File: config.mk
export PLATFORM = sky130hd
export DESIGN_NAME = sa_port_arb
export DESIGN_NICKNAME = d
export VERILOG_FILES = /design/src/sa_geom_pkg.sv /design/src/sa_rr_arbiter.sv /design/src/sa_port_arb.sv
export SDC_FILE = /design/constraint.sdc
export NUM_CORES = 1
export LEC_CHECK = 0
export BUFFER_PORTS_ARGS = -buffer_cell sky130_fd_sc_hd__buf_2
export CORE_ASPECT_RATIO = 1.2
export CORE_MARGIN = 1
export CORE_UTILIZATION = 45
export DETAILED_ROUTE_END_ITERATION = 8
export HOLD_SLACK_MARGIN = 0.06
export PLACE_DENSITY = 0.64
export SLEW_MARGIN = 20
export SYNTH_ARGS = -nofsm -noshare
export SYNTH_HDL_FRONTEND = slang
export SYNTH_SLANG_ARGS = --single-unit
File: constraint.sdc
create_clock -name clk -period 22.7 [get_ports clk]
set_input_delay 6.81 -clock clk [delete_from_list [all_inputs] [get_ports clk]]
set_output_delay 6.81 -clock clk [all_outputs]
set_load 0.005 [all_outputs]
File: src/sa_geom_pkg.sv
`default_nettype none

package sa_geom_pkg;

  // ---------------------------------------------------------------------
  // Router geometry seen by one output port
  // ---------------------------------------------------------------------
  localparam int NUM_PORTS = 5;                   // L, N, W, S, E
  localparam int NUM_VN    = 3;                   // Virtual networks
  localparam int NUM_VC    = 2;                   // VCs inside each VN
  localparam int NUM_SLOTS = NUM_VN * NUM_VC;     // VN x VC slots per port
  localparam int NUM_REQ   = NUM_PORTS * NUM_SLOTS; // Request bits, all ports

  // Index widths
  localparam int PORT_W   = 3;
  localparam int VN_W     = 2;
  localparam int VC_W     = 1;
  localparam int SLOT_W   = 3;
  localparam int REQ_W    = 5;
  localparam int ASSIGN_W = REQ_W + 1;            // All ones marks a free slot

  // Input port order, request bit = port*NUM_SLOTS + vn*NUM_VC + vc
  localparam int PORT_L     = 0;
  localparam int PORT_N     = 1;
  localparam int PORT_W_IDX = 2;
  localparam int PORT_S     = 3;
  localparam int PORT_E     = 4;

endpackage

`default_nettype wire

File: src/sa_rr_arbiter.sv
`timescale 1ns/1ps
`default_nettype none

// Round-robin arbiter, search starts one past the last winner
module sa_rr_arbiter #(
  parameter int N = 4
) (
  input  wire logic            clk,
  input  wire logic            rst_p,
  input  wire logic [N-1:0]    req,
  input  wire logic            upd,    // Winner becomes the new pointer
  output logic [N-1:0]         gnt,    // One-hot, zero when idle
  output logic [$clog2(N)-1:0] gnt_id,
  output logic                 any     // At least one requester
);

  localparam int ID_W = $clog2(N);

  logic [ID_W-1:0] ptr;  // Last winner

  // ---------------------------------------------------------------------
  // Cyclic search
  // ---------------------------------------------------------------------
  always_comb begin
    int   idx;
    logic found;
    found  = 1'b0;
    gnt    = '0;
    gnt_id = '0;
    idx    = 0;
    for (int k = 1; k <= N; k++) begin
      idx = (int'(ptr) + k) % N;  // Wraps past the top index
      if (!found && req[idx]) begin
        found    = 1'b1;
        gnt[idx] = 1'b1;
        gnt_id   = idx[ID_W-1:0];
      end
    end
  end

  assign any = |req;

  // Pointer starts at the top so index 0 is searched first
  always_ff @(posedge clk) begin
    if (rst_p) begin
      ptr <= ID_W'(N - 1);
    end else if (upd) begin
      ptr <= gnt_id;
    end
  end

endmodule

`default_nettype wire

File: src/sa_port_arb.sv
`timescale 1ns/1ps
`default_nettype none

// First level, pick one input port per VN x VC slot
module sa_port_arb (
  input  wire logic                                              clk,
  input  wire logic                                              rst_p,
  input  wire logic [sa_geom_pkg::NUM_REQ-1:0]                   eligible,
  input  wire logic [sa_geom_pkg::NUM_SLOTS-1:0]                 slot_upd,
  output logic [sa_geom_pkg::NUM_SLOTS-1:0]                      slot_cand,
  output logic [sa_geom_pkg::NUM_SLOTS*sa_geom_pkg::PORT_W-1:0]  slot_port
);

  for (genvar s = 0; s < sa_geom_pkg::NUM_SLOTS; s++) begin : g_slot
    logic [sa_geom_pkg::NUM_PORTS-1:0] port_req;  // Bit p = port p wants slot s

    // Regroup, request vector is ordered port-major
    for (genvar p = 0; p < sa_geom_pkg::NUM_PORTS; p++) begin : g_port
      assign port_req[p] = eligible[p*sa_geom_pkg::NUM_SLOTS + s];
    end

    sa_rr_arbiter #(
      .N      (sa_geom_pkg::NUM_PORTS)
    ) port_rr_i (
      .clk    (clk),
      .rst_p  (rst_p),
      .req    (port_req),
      .upd    (slot_upd[s]),                   // Only when this slot wins overall
      .gnt    (),                              // Index form is enough here
      .gnt_id (slot_port[s*sa_geom_pkg::PORT_W +: sa_geom_pkg::PORT_W]),
      .any    (slot_cand[s])
    );
  end

endmodule

`default_nettype wire

==> metrics, run 1 <==
Final Cell Area about 11,000 um2; Finish-stage setup viols 0; CTS Root Cell clkbuf_16; post-cts hold buffer count 0; result of the run finished clean; Synth Instances 1,508; Port-buffer cells between 60 and 70; GRT busiest layer met2; Starting Density 0.464; RSZ-0062 raised after global routing no; initial antenna violation count 2; Biggest register g_slot.port_rr_i.ptr; Most used DFF post-synth dfxtp_1; Die Ht between 150 and 200 um; fraction of layout cells with a size suffix above 1 0.112; CP Launch Type input port; final hold viol count 0; largest net degree at the start of global routing 36; clk_lat worst skew 0.26 ns; commonest non-fill, non-tap cell in the layout ha_1; setup bufs post-CTS 0; Tot GR Track Use 0.239; Die ar. 24,800 um2; max-slew violation count 0; fin crit share 0.715; Max-slew headroom 0.422; Final Critical Period 16.22 ns; M2 GR Usage 0.435; CTS max path bufs 2; initial DRC count 579; most frequent cells in the layout ha_1, nand2_1, inv_1, o21ai_0, a21oi_1; crit-path cells buf_2 -> mux4_2 -> and2_1 -> o2bb2ai_1 -> a41o_1 -> or2_2 -> or4b_1 -> o221a_2 -> nand2_1 -> buf_2; # DRC 0; drt wl/cell 16.4 um; met3 global-route usage 0.0288; GR Util met1 0.300; max reg flops 18; grt ovf 0; Worst path max stage delay 0.57 ns; area added between synthesis and finish 4.21%; EDFF count, synth 0; Routed Antenna Nets 0; Slew @ Worst Pin slightly below 0.9 ns; CTS Buf Count 3; Clock Pin Slew Worst Setup and Hold Paths 0.06 ns; vias in the first global route approximately 10,000; via/cell ratio 6.27; Max FO, Critical Path 11; Hold Crit Class reg -> reg; Detailed Route WL 29,600 um; crit end category output port; core footprint 23,400 um2; clk sink count 18; post-cts resize count 0; slowest CP cell or4b_1; routed via count 11,298; first-pass iteration count of the detailed router 6; Async SR Flop Fraction 0; Seq cells post-synth 18; DP Area 11,200 um2; detailed placer's ending HPWL 22,600 um; endpoint arrival time on the critical path 9.41 ns; IO Pins 62; sequential cell area fraction in the yosys report 0.0332; Final Net Count 1,668; gpl congestion 0.919; syn avg cell area 7.21 um2; fillers 2,401; CP required roughly 16 ns; crit-path most repeated cell buf_2; first-pass GRT wire length 49,600 um; max-cap violation count 0; Mapped Area about 11,000 um2; Die Wd about 140 um; Fin Setup TNS 0 ns; kind of critical path in -> out; H-Tree Depth 1; Ys Warns 0; synthesized net count 1,690; Worst Skew around 0.0008 ns; post-synth cell types 98; CTS tree yes; Largest regs g_slot.port_rr_i.ptr (18); FP Rows between 60 and 70; Fmax 61.6 MHz
per-layer routing:
metal | part of all wire | vias up
met4 | 0.014 | 2
met1 | 0.45 | 5358
met3 | 0.047 | 41
met2 | 0.49 | 280
li1 | - | 5617
met5 | 0.00027 | -
final cells by class:
| cell class | count | area, um2 | share of cell area |
|---|---|---|---|
| flip-flops and latches | 18 | 360 | 0.0318 |
| clock buffers | 4 | 88.8 | 0.00784 |
| well taps | 315 | 394 | 0.0348 |
| diodes | 3 | 7.51 | 0.000663 |
| repair buffers | 71 | 380 | 0.0336 |
| inverters | 106 | 398 | 0.0351 |
| multi-input cells | 1286 | 9700 | 0.856 |
stage by stage:
stage               cells   util  hold WS, ns  setup WS (ns)
CTS                  1800  0.483        0.700           6.49
detailed placement   1796  0.479        0.688           6.49
global route         1801  0.483        0.734           6.39
floorplan            1508      -        0.579           6.85
finish               1803  0.483        0.702           6.48
global placement     1796  0.479        0.666           6.53
worst max-delay path, delay by kind of cell:
| kind | cells | cell delay, ns |
|---|---|---|
| AND/OR/NAND/NOR | 4 | 1.15 |
| AO/OA/AOI/OAI | 3 | 0.69 |
| multiplexers | 1 | 0.48 |
| buffers and inverters | 2 | 0.28 |
synthesized netlist by cell type (15+ instances only):
master / number / area (um2)
a21oi_1: 82 / 410
nand2_1: 137 / 514
nor2_1: 72 / 270
o21ai_0: 86 / 430
nand2b_1: 30 / 188
nand3_1: 34 / 170
clkbuf_1: 71 / 267
nor3b_1: 20 / 150
xnor2_1: 43 / 377
inv_1: 98 / 368
a31oi_1: 16 / 100
o31ai_1: 22 / 165
nor4_1: 19 / 119
dfxtp_1: 18 / 360
mux2_2: 18 / 203
o21a_1: 15 / 113
and2_1: 20 / 125
mux2i_1: 68 / 681
o22ai_1: 17 / 106
a211oi_1: 30 / 225
a211o_1: 18 / 158
o211ai_1: 23 / 173
ha_1: 141 / 1760
mux4_2: 18 / 405
nor2b_1: 22 / 138
nor3_1: 52 / 260
or2_2: 19 / 119
path summary, 6_finish.rpt:
path / start / endpoint / slack, ns / cells after the start
max: eligible[3] / slot_port[10] / 6.48 / 10
min: g_slot[2].port_rr_i.ptr[0] / g_slot[2].port_rr_i.ptr[0] / 0.70 / 2
max reg2reg: g_slot[2].port_rr_i.ptr[0] / g_slot[2].port_rr_i.ptr[1] / 17.22 / 17
min reg2reg: g_slot[2].port_rr_i.ptr[0] / g_slot[2].port_rr_i.ptr[0] / 0.70 / 2
kinds of logic (layout without fill, tap and decap cells):
group                      after synthesis  in the layout  synth area share
xor gates and xnor gates                55             55            0.0481
AOI/OAI and AO/OA                      464            464             0.299
DFF                                     18             18            0.0332
and+or+nand+nor                        516            516             0.256
muxes                                  104            104             0.119
other                                    0              3                 0
buffers and inverters                  204            181            0.0746
adders and majority gates              147            147             0.171
Power of run 1 is not shown: default switching activity piles up to over one toggle a cycle in this logic, so the estimate is an artifact.
==> run 2, diff against run 1 <==
--- a/config.mk
+++ b/config.mk
@@ -5,13 +5,14 @@
 export SDC_FILE = /design/constraint.sdc
 export NUM_CORES = 1
 export LEC_CHECK = 0
+export ABC_AREA = 1
 export BUFFER_PORTS_ARGS = -buffer_cell sky130_fd_sc_hd__buf_2
 export CORE_ASPECT_RATIO = 1.2
 export CORE_MARGIN = 1
 export CORE_UTILIZATION = 45
 export DETAILED_ROUTE_END_ITERATION = 8
 export HOLD_SLACK_MARGIN = 0.06
-export PLACE_DENSITY = 0.64
+export PLACE_DENSITY = 0.67
 export SLEW_MARGIN = 20
 export SYNTH_ARGS = -nofsm -noshare
 export SYNTH_HDL_FRONTEND = slang
==> constraint.sdc (replaced) <==
create_clock -name clk -period 13.93 [get_ports clk]
set_input_delay 4.179 -clock clk [delete_from_list [all_inputs] [get_ports clk]]
set_output_delay 4.179 -clock clk [all_outputs]
set_load 0.005 [all_outputs]
==> run 2 against run 1 <==
Area after synthesis decreased by 18%. Clock skew about the same. Register-to-register slack got worse by 7.6 ns. Die area decreased by 18%. Highest routed layer unchanged.
==> metrics, run 2 <==
result of the run finished clean; Routed Antenna Nets 0; CP required 9.75 ns; setup bufs post-CTS 0; Fin Setup TNS 0 ns; # DRC 0; CTS tree yes; CTS Root Cell clkbuf_16; crit-path most repeated cell nand3_1; Tot GR Track Use 0.218; first-pass iteration count of the detailed router 7; Final Net Count 1,804; complex-gate fraction of the synthesized area 0.127; Hold Crit Class reg -> reg; CP Launch Type input port; RSZ-0062 raised after global routing no; main area contributors after synthesis ha_1, nand2_1, nand3_1, inv_1, o21ai_0; largest net degree at the start of global routing 21; crit end category output port; Worst Skew 0.000460 ns; Ys Warns 0; EDFF count, synth 0; Starting Density 0.457; Die ar. 20,300 um2; via/cell ratio 5.15; fraction of layout cells with a size suffix above 1 0.0870; core footprint 19,500 um2; most common cell in the netlist nand2_1; IO Pins 62; CTS Buf Count 3; Max-slew headroom 0.502; Synth top area share 0.198; Max FO, Critical Path 6; Async SR Flop Fraction 0; WHS 0.672 ns; Synth Instances 1,583; initial antenna violation count 3; post-cts hold buffer count 0; sequential cell area fraction in the yosys report 0.0405; Detailed Route WL 21,900 um; vias in the first global route 8,702; Fmax 103 MHz; slowest CP cell nor2_2; crit-path cells buf_2 -> inv_1 -> nand3_1 -> nand3_1 -> nand2_1 -> a21oi_1 -> nand3_1 -> nor2_2 -> nand3_1 -> nand3_1 -> buf_2; Most used DFF post-synth dfxtp_1; area added between synthesis and finish 6.49%; Synth Area in Adders 0.205; drt wl/cell roughly 12 um; endpoint arrival time on the critical path 5.54 ns; Worst path max stage delay 0.20 ns; synthesized net count around 1,800; Slew @ Worst Pin 0.746 ns; gpl congestion 0.920; Clock Pin Slew Worst Setup and Hold Paths ~0.05 ns; Finish-stage setup viols 0; CTS max path bufs 2; detailed placer's ending HPWL 18,400 um; max-slew violation count 0; clk sink count 18; initial DRC count 454; routed via count around 9,700; post-synth cell types ~50; clk_lat worst skew 0.25 ns; FP Rows between 50 and 60; kind of critical path in -> out; Final Critical Period 9.72 ns; final hold viol count 0; Util after Layout 0.487; max reg flops 18; Seq cells post-synth 18; H-Tree Depth 1; Synth Area in Simple Gates 0.461; first-pass GRT wire length around 37,000 um; Synth top cells by count nand2_1, inv_1, nand3_1, ha_1, nor2_1; Port-buffer cells 61; Biggest register g_slot.port_rr_i.ptr; most frequent cells in the layout nand2_1, inv_1, nand3_1, ha_1, nor2_1; Die Wd about 130 um; post-cts resize count 0; Synth area leader ha_1; Die Ht ~160 um; grt ovf 0; Largest regs g_slot.port_rr_i.ptr (18); syn avg cell area approximately 5.6 um2; mux share of post-synthesis cell area 0; Mapped Area ~8900 um2; max-cap violation count 0; XOR/XNOR Fraction of Synth Area 0.0402; fin crit share 0.698; commonest non-fill, non-tap cell in the layout nand2_1; largest family of logic cells by synthesized area simple AND/OR/NAND/NOR gates
==> run 2: cell count changes in the layout (fill, tap and decap cells not counted), sizes merged, moves of 23 or more <==
cell / change
a211oi: -31
xnor2: -38
inv: +153
nor3: -36
mux2i: -68
nand4: +30
nand2: +339
xor2: +23
nor2: +31
nand2b: -30
nand3: +207
a21oi: -44
==> run 2: kinds of logic after synthesis <==
logic type,after synthesis
compound gates,193
xor+xnor,40
fa+ha+maj,144
buf+inv,290
flops,18
simple gates,898
==> run 2: worst paths after layout <==
path                            cells after the start  slack, ns                  startpoint                         end
worst max-delay path                               11       4.21                 eligible[7]                slot_port[3]
worst min-delay path                                2       0.67  g_slot[2].port_rr_i.ptr[1]  g_slot[2].port_rr_i.ptr[1]
worst max register to register                     22       9.57  g_slot[1].port_rr_i.ptr[0]  g_slot[1].port_rr_i.ptr[0]
worst min register to register                      2       0.67  g_slot[2].port_rr_i.ptr[1]  g_slot[2].port_rr_i.ptr[1]
==> run 2: layout make-up <==
type | count | area, um2
sequential | 18 | 360
timing repair buffer | 62 | 313
clock buffer | 3 | 75.1
fill | 2147 | 10000
antenna | 3 | 7.51
multi-input combinational | 1275 | 7410
tap | 261 | 327
inverter | 262 | 983
==> run 2: metrics by stage <==
stage / area [um2] / std cells / setup WS (ns)
CTS: 9470 / 1881 / 4.23
global route: 9470 / 1882 / 3.96
finish: 9480 / 1884 / 4.21
detailed placement: 9400 / 1878 / 4.23
global placement: 9400 / 1878 / 4.25
floorplan: 8900 / 1583 / 4.59
==> run 2: critical path: cells and delay by family <==
kind,cells,cell delay [ns]
AOI/OAI and AO/OA,1,0.19
buffers and inverters,3,0.35
and+or+nand+nor,7,0.83
==> run 2: layer usage <==
layer / GRT usage / routed length [um] / vias to the layer above
met2: 0.399 / 10600 / 152
li1: - / - / 5222
met4: 0.0651 / 400 / 2
met5: 0 / 12 / -
met3: 0.0137 / 615 / 28
met1: 0.268 / 10300 / 4300
Power of run 2 is left out for the same reason.
==> run 3, diff against run 2 <==
--- a/config.mk
+++ b/config.mk
@@ -5,14 +5,14 @@
 export SDC_FILE = /design/constraint.sdc
 export NUM_CORES = 1
 export LEC_CHECK = 0
-export ABC_AREA = 1
+export ABC_AREA = 0
 export BUFFER_PORTS_ARGS = -buffer_cell sky130_fd_sc_hd__buf_2
 export CORE_ASPECT_RATIO = 1.2
 export CORE_MARGIN = 1
 export CORE_UTILIZATION = 45
 export DETAILED_ROUTE_END_ITERATION = 8
 export HOLD_SLACK_MARGIN = 0.06
-export PLACE_DENSITY = 0.67
+export PLACE_DENSITY = 0.64
 export SLEW_MARGIN = 20
 export SYNTH_ARGS = -nofsm -noshare
 export SYNTH_HDL_FRONTEND = slang
==> constraint.sdc (replaced) <==
create_clock -name clk -period 9.62 [get_ports clk]
set_input_delay 2.886 -clock clk [delete_from_list [all_inputs] [get_ports clk]]
set_output_delay 2.886 -clock clk [all_outputs]
set_load 0.005 [all_outputs]
==> run 3 against run 2 <==
Register-to-register slack worse by 5.3 ns. Die area is 22% higher. Critical endpoint is now slot_port[9]. Clock-buffer cell count is 1 higher. Flip-flop and latch count stayed put. Highest routed layer unchanged. Critical path type is now reg -> out.
==> metrics, run 3 (synthesized netlist as in run 1, its figures left out) <==
vias in the first global route between 10,000 and 15,000; met3 global-route usage 0.0321; result of the run finished clean; Hold Crit Class reg -> reg; fillers between 2,000 and 2,500; Detailed Route WL 29,200 um; largest net degree at the start of global routing 28; CP startpoint g_slot[3].port_rr_i.ptr[1]; post-cts resize count 0; CP Launch Type flip-flop; Max-slew headroom 0.338; Max FO, Critical Path 19; post-cts hold buffer count 0; CP required between 6 and 7 ns; Die Wd ~140 um; via/cell ratio 6.24; FF/Latch Area 360 um2; initial antenna violation count 3; Final Net Count around 1,700; Starting Density 0.464; R2R Path Start g_slot[5].port_rr_i.ptr[1]; initial DRC count 516; Fin Setup TNS 0 ns; r2r endpoint g_slot[5].port_rr_i.ptr[1]; R2R cell count 15; clk_lat worst skew 0.26 ns; Util after Layout 0.484; H-Tree Depth 1; Biggest register g_slot.port_rr_i.ptr; GR Util met1 0.290; endpoint arrival time on the critical path 5.63 ns; crit-path cells inv_1 -> ha_1 -> ha_1 -> o31ai_1 -> o31ai_1 -> xnor2_1 -> inv_1 -> ha_1 -> nand2b_1 -> a32o_1 -> and3_1 -> o211ai_1 -> o21ai_0 -> nor4b_1 -> a2111oi_0 -> o211ai_1 -> buf_2; reg-to-reg slack, setup 4.27 ns; M2 GR Usage 0.422; commonest non-fill, non-tap cell in the layout ha_1; Largest regs g_slot.port_rr_i.ptr (18); CTS Buf Count 3; detailed placer's ending HPWL 22,700 um; CTS max path bufs 2; Clock Pin Slew Worst Setup and Hold Paths 0.06 ns; # DRC 0; setup bufs post-CTS 0; multi-input logic area a little under 10,000 um2; RSZ-0062 raised after global routing no; gpl congestion 0.999; fraction of layout cells with a size suffix above 1 0.114; Finish-stage setup viols 0; Port-buffer cells a little over 60; first-pass GRT wire length 48,900 um; max reg flops 18; max-cap violation count 0; slowest CP cell a2111oi_0; grt ovf 0; CTS Root Cell clkbuf_16; Worst Skew 0.00118 ns; kind of critical path reg -> out; core footprint 23,400 um2; final hold viol count 0; routed via count roughly 11,000; most frequent cells in the layout ha_1, nand2_1, inv_1, o21ai_0, a21oi_1; drt wl/cell 16.2 um; Final Critical Period 8.52 ns; clk sink count 18; Routed Antenna Nets 0; crit-path most repeated cell ha_1; Slew @ Worst Pin about 1 ns; first-pass iteration count of the detailed router 5; FP Rows 61; area added between synthesis and finish 4.38%; Tot GR Track Use 0.236; IO Pins 62; Die Ht 172 um; crit end category output port; max-slew violation count 0; CTS tree yes; Worst Setup EP slot_port[9]; Setup Slack @ Placement about 1.3 ns; fin crit share 0.885; GRT busiest layer met2; Worst path max stage delay 0.63 ns; Fmax 117 MHz; Die ar. 24,800 um2; setup slack after layout 1.10 ns
## run 3: layer usage
layer,up-vias,part of all wire
met2,260,0.49
met3,67,0.047
li1,5632,-
met1,5310,0.44
met5,-,0.00027
met4,2,0.024
## run 3: cell type report
| type | count | share of cell area |
|---|---|---|
| antenna | 4 | 0.000882 |
| inverter | 106 | 0.0351 |
| timing repair buffer | 73 | 0.0349 |
| multi-input combinational | 1286 | 0.855 |
| tap | 315 | 0.0347 |
| sequential | 18 | 0.0318 |
| clock buffer | 4 | 0.00783 |
## run 3: worst min path at each step
stage / start / cells past startpoint / endpoint
4_1_cts: g_slot[3].port_rr_i.ptr[1] / 2 / g_slot[3].port_rr_i.ptr[1]
6_report: g_slot[3].port_rr_i.ptr[1] / 2 / g_slot[3].port_rr_i.ptr[1]
3_3_place_gp: g_slot[3].port_rr_i.ptr[1] / 2 / g_slot[3].port_rr_i.ptr[1]
2_1_floorplan: g_slot[3].port_rr_i.ptr[1] / 2 / g_slot[3].port_rr_i.ptr[1]
3_5_place_dp: g_slot[3].port_rr_i.ptr[1] / 2 / g_slot[3].port_rr_i.ptr[1]
5_1_grt: g_slot[3].port_rr_i.ptr[1] / 2 / g_slot[3].port_rr_i.ptr[1]
## run 3: critical path: cells and delay by family (launching register included)
family          cells  cell delay [ns]
buf+inv             3             0.61
xor+xnor            1             0.43
simple gates        3             0.51
fa+ha+maj           3             1.18
flops               1             0.61
compound gates      7             2.00
## run 3: per-stage QoR
| stage | hold WS, ns | instance area, um2 | instances |
|---|---|---|---|
| 6_report | 0.703 | 11300 | 1806 |
| 3_5_place_dp | 0.687 | 11200 | 1798 |
| 4_1_cts | 0.695 | 11300 | 1802 |
| 2_1_floorplan | 0.579 | 10900 | 1508 |
| 5_1_grt | 0.742 | 11300 | 1803 |
| 3_3_place_gp | 0.708 | 11200 | 1798 |
Power of run 3 is left out for the same reason.
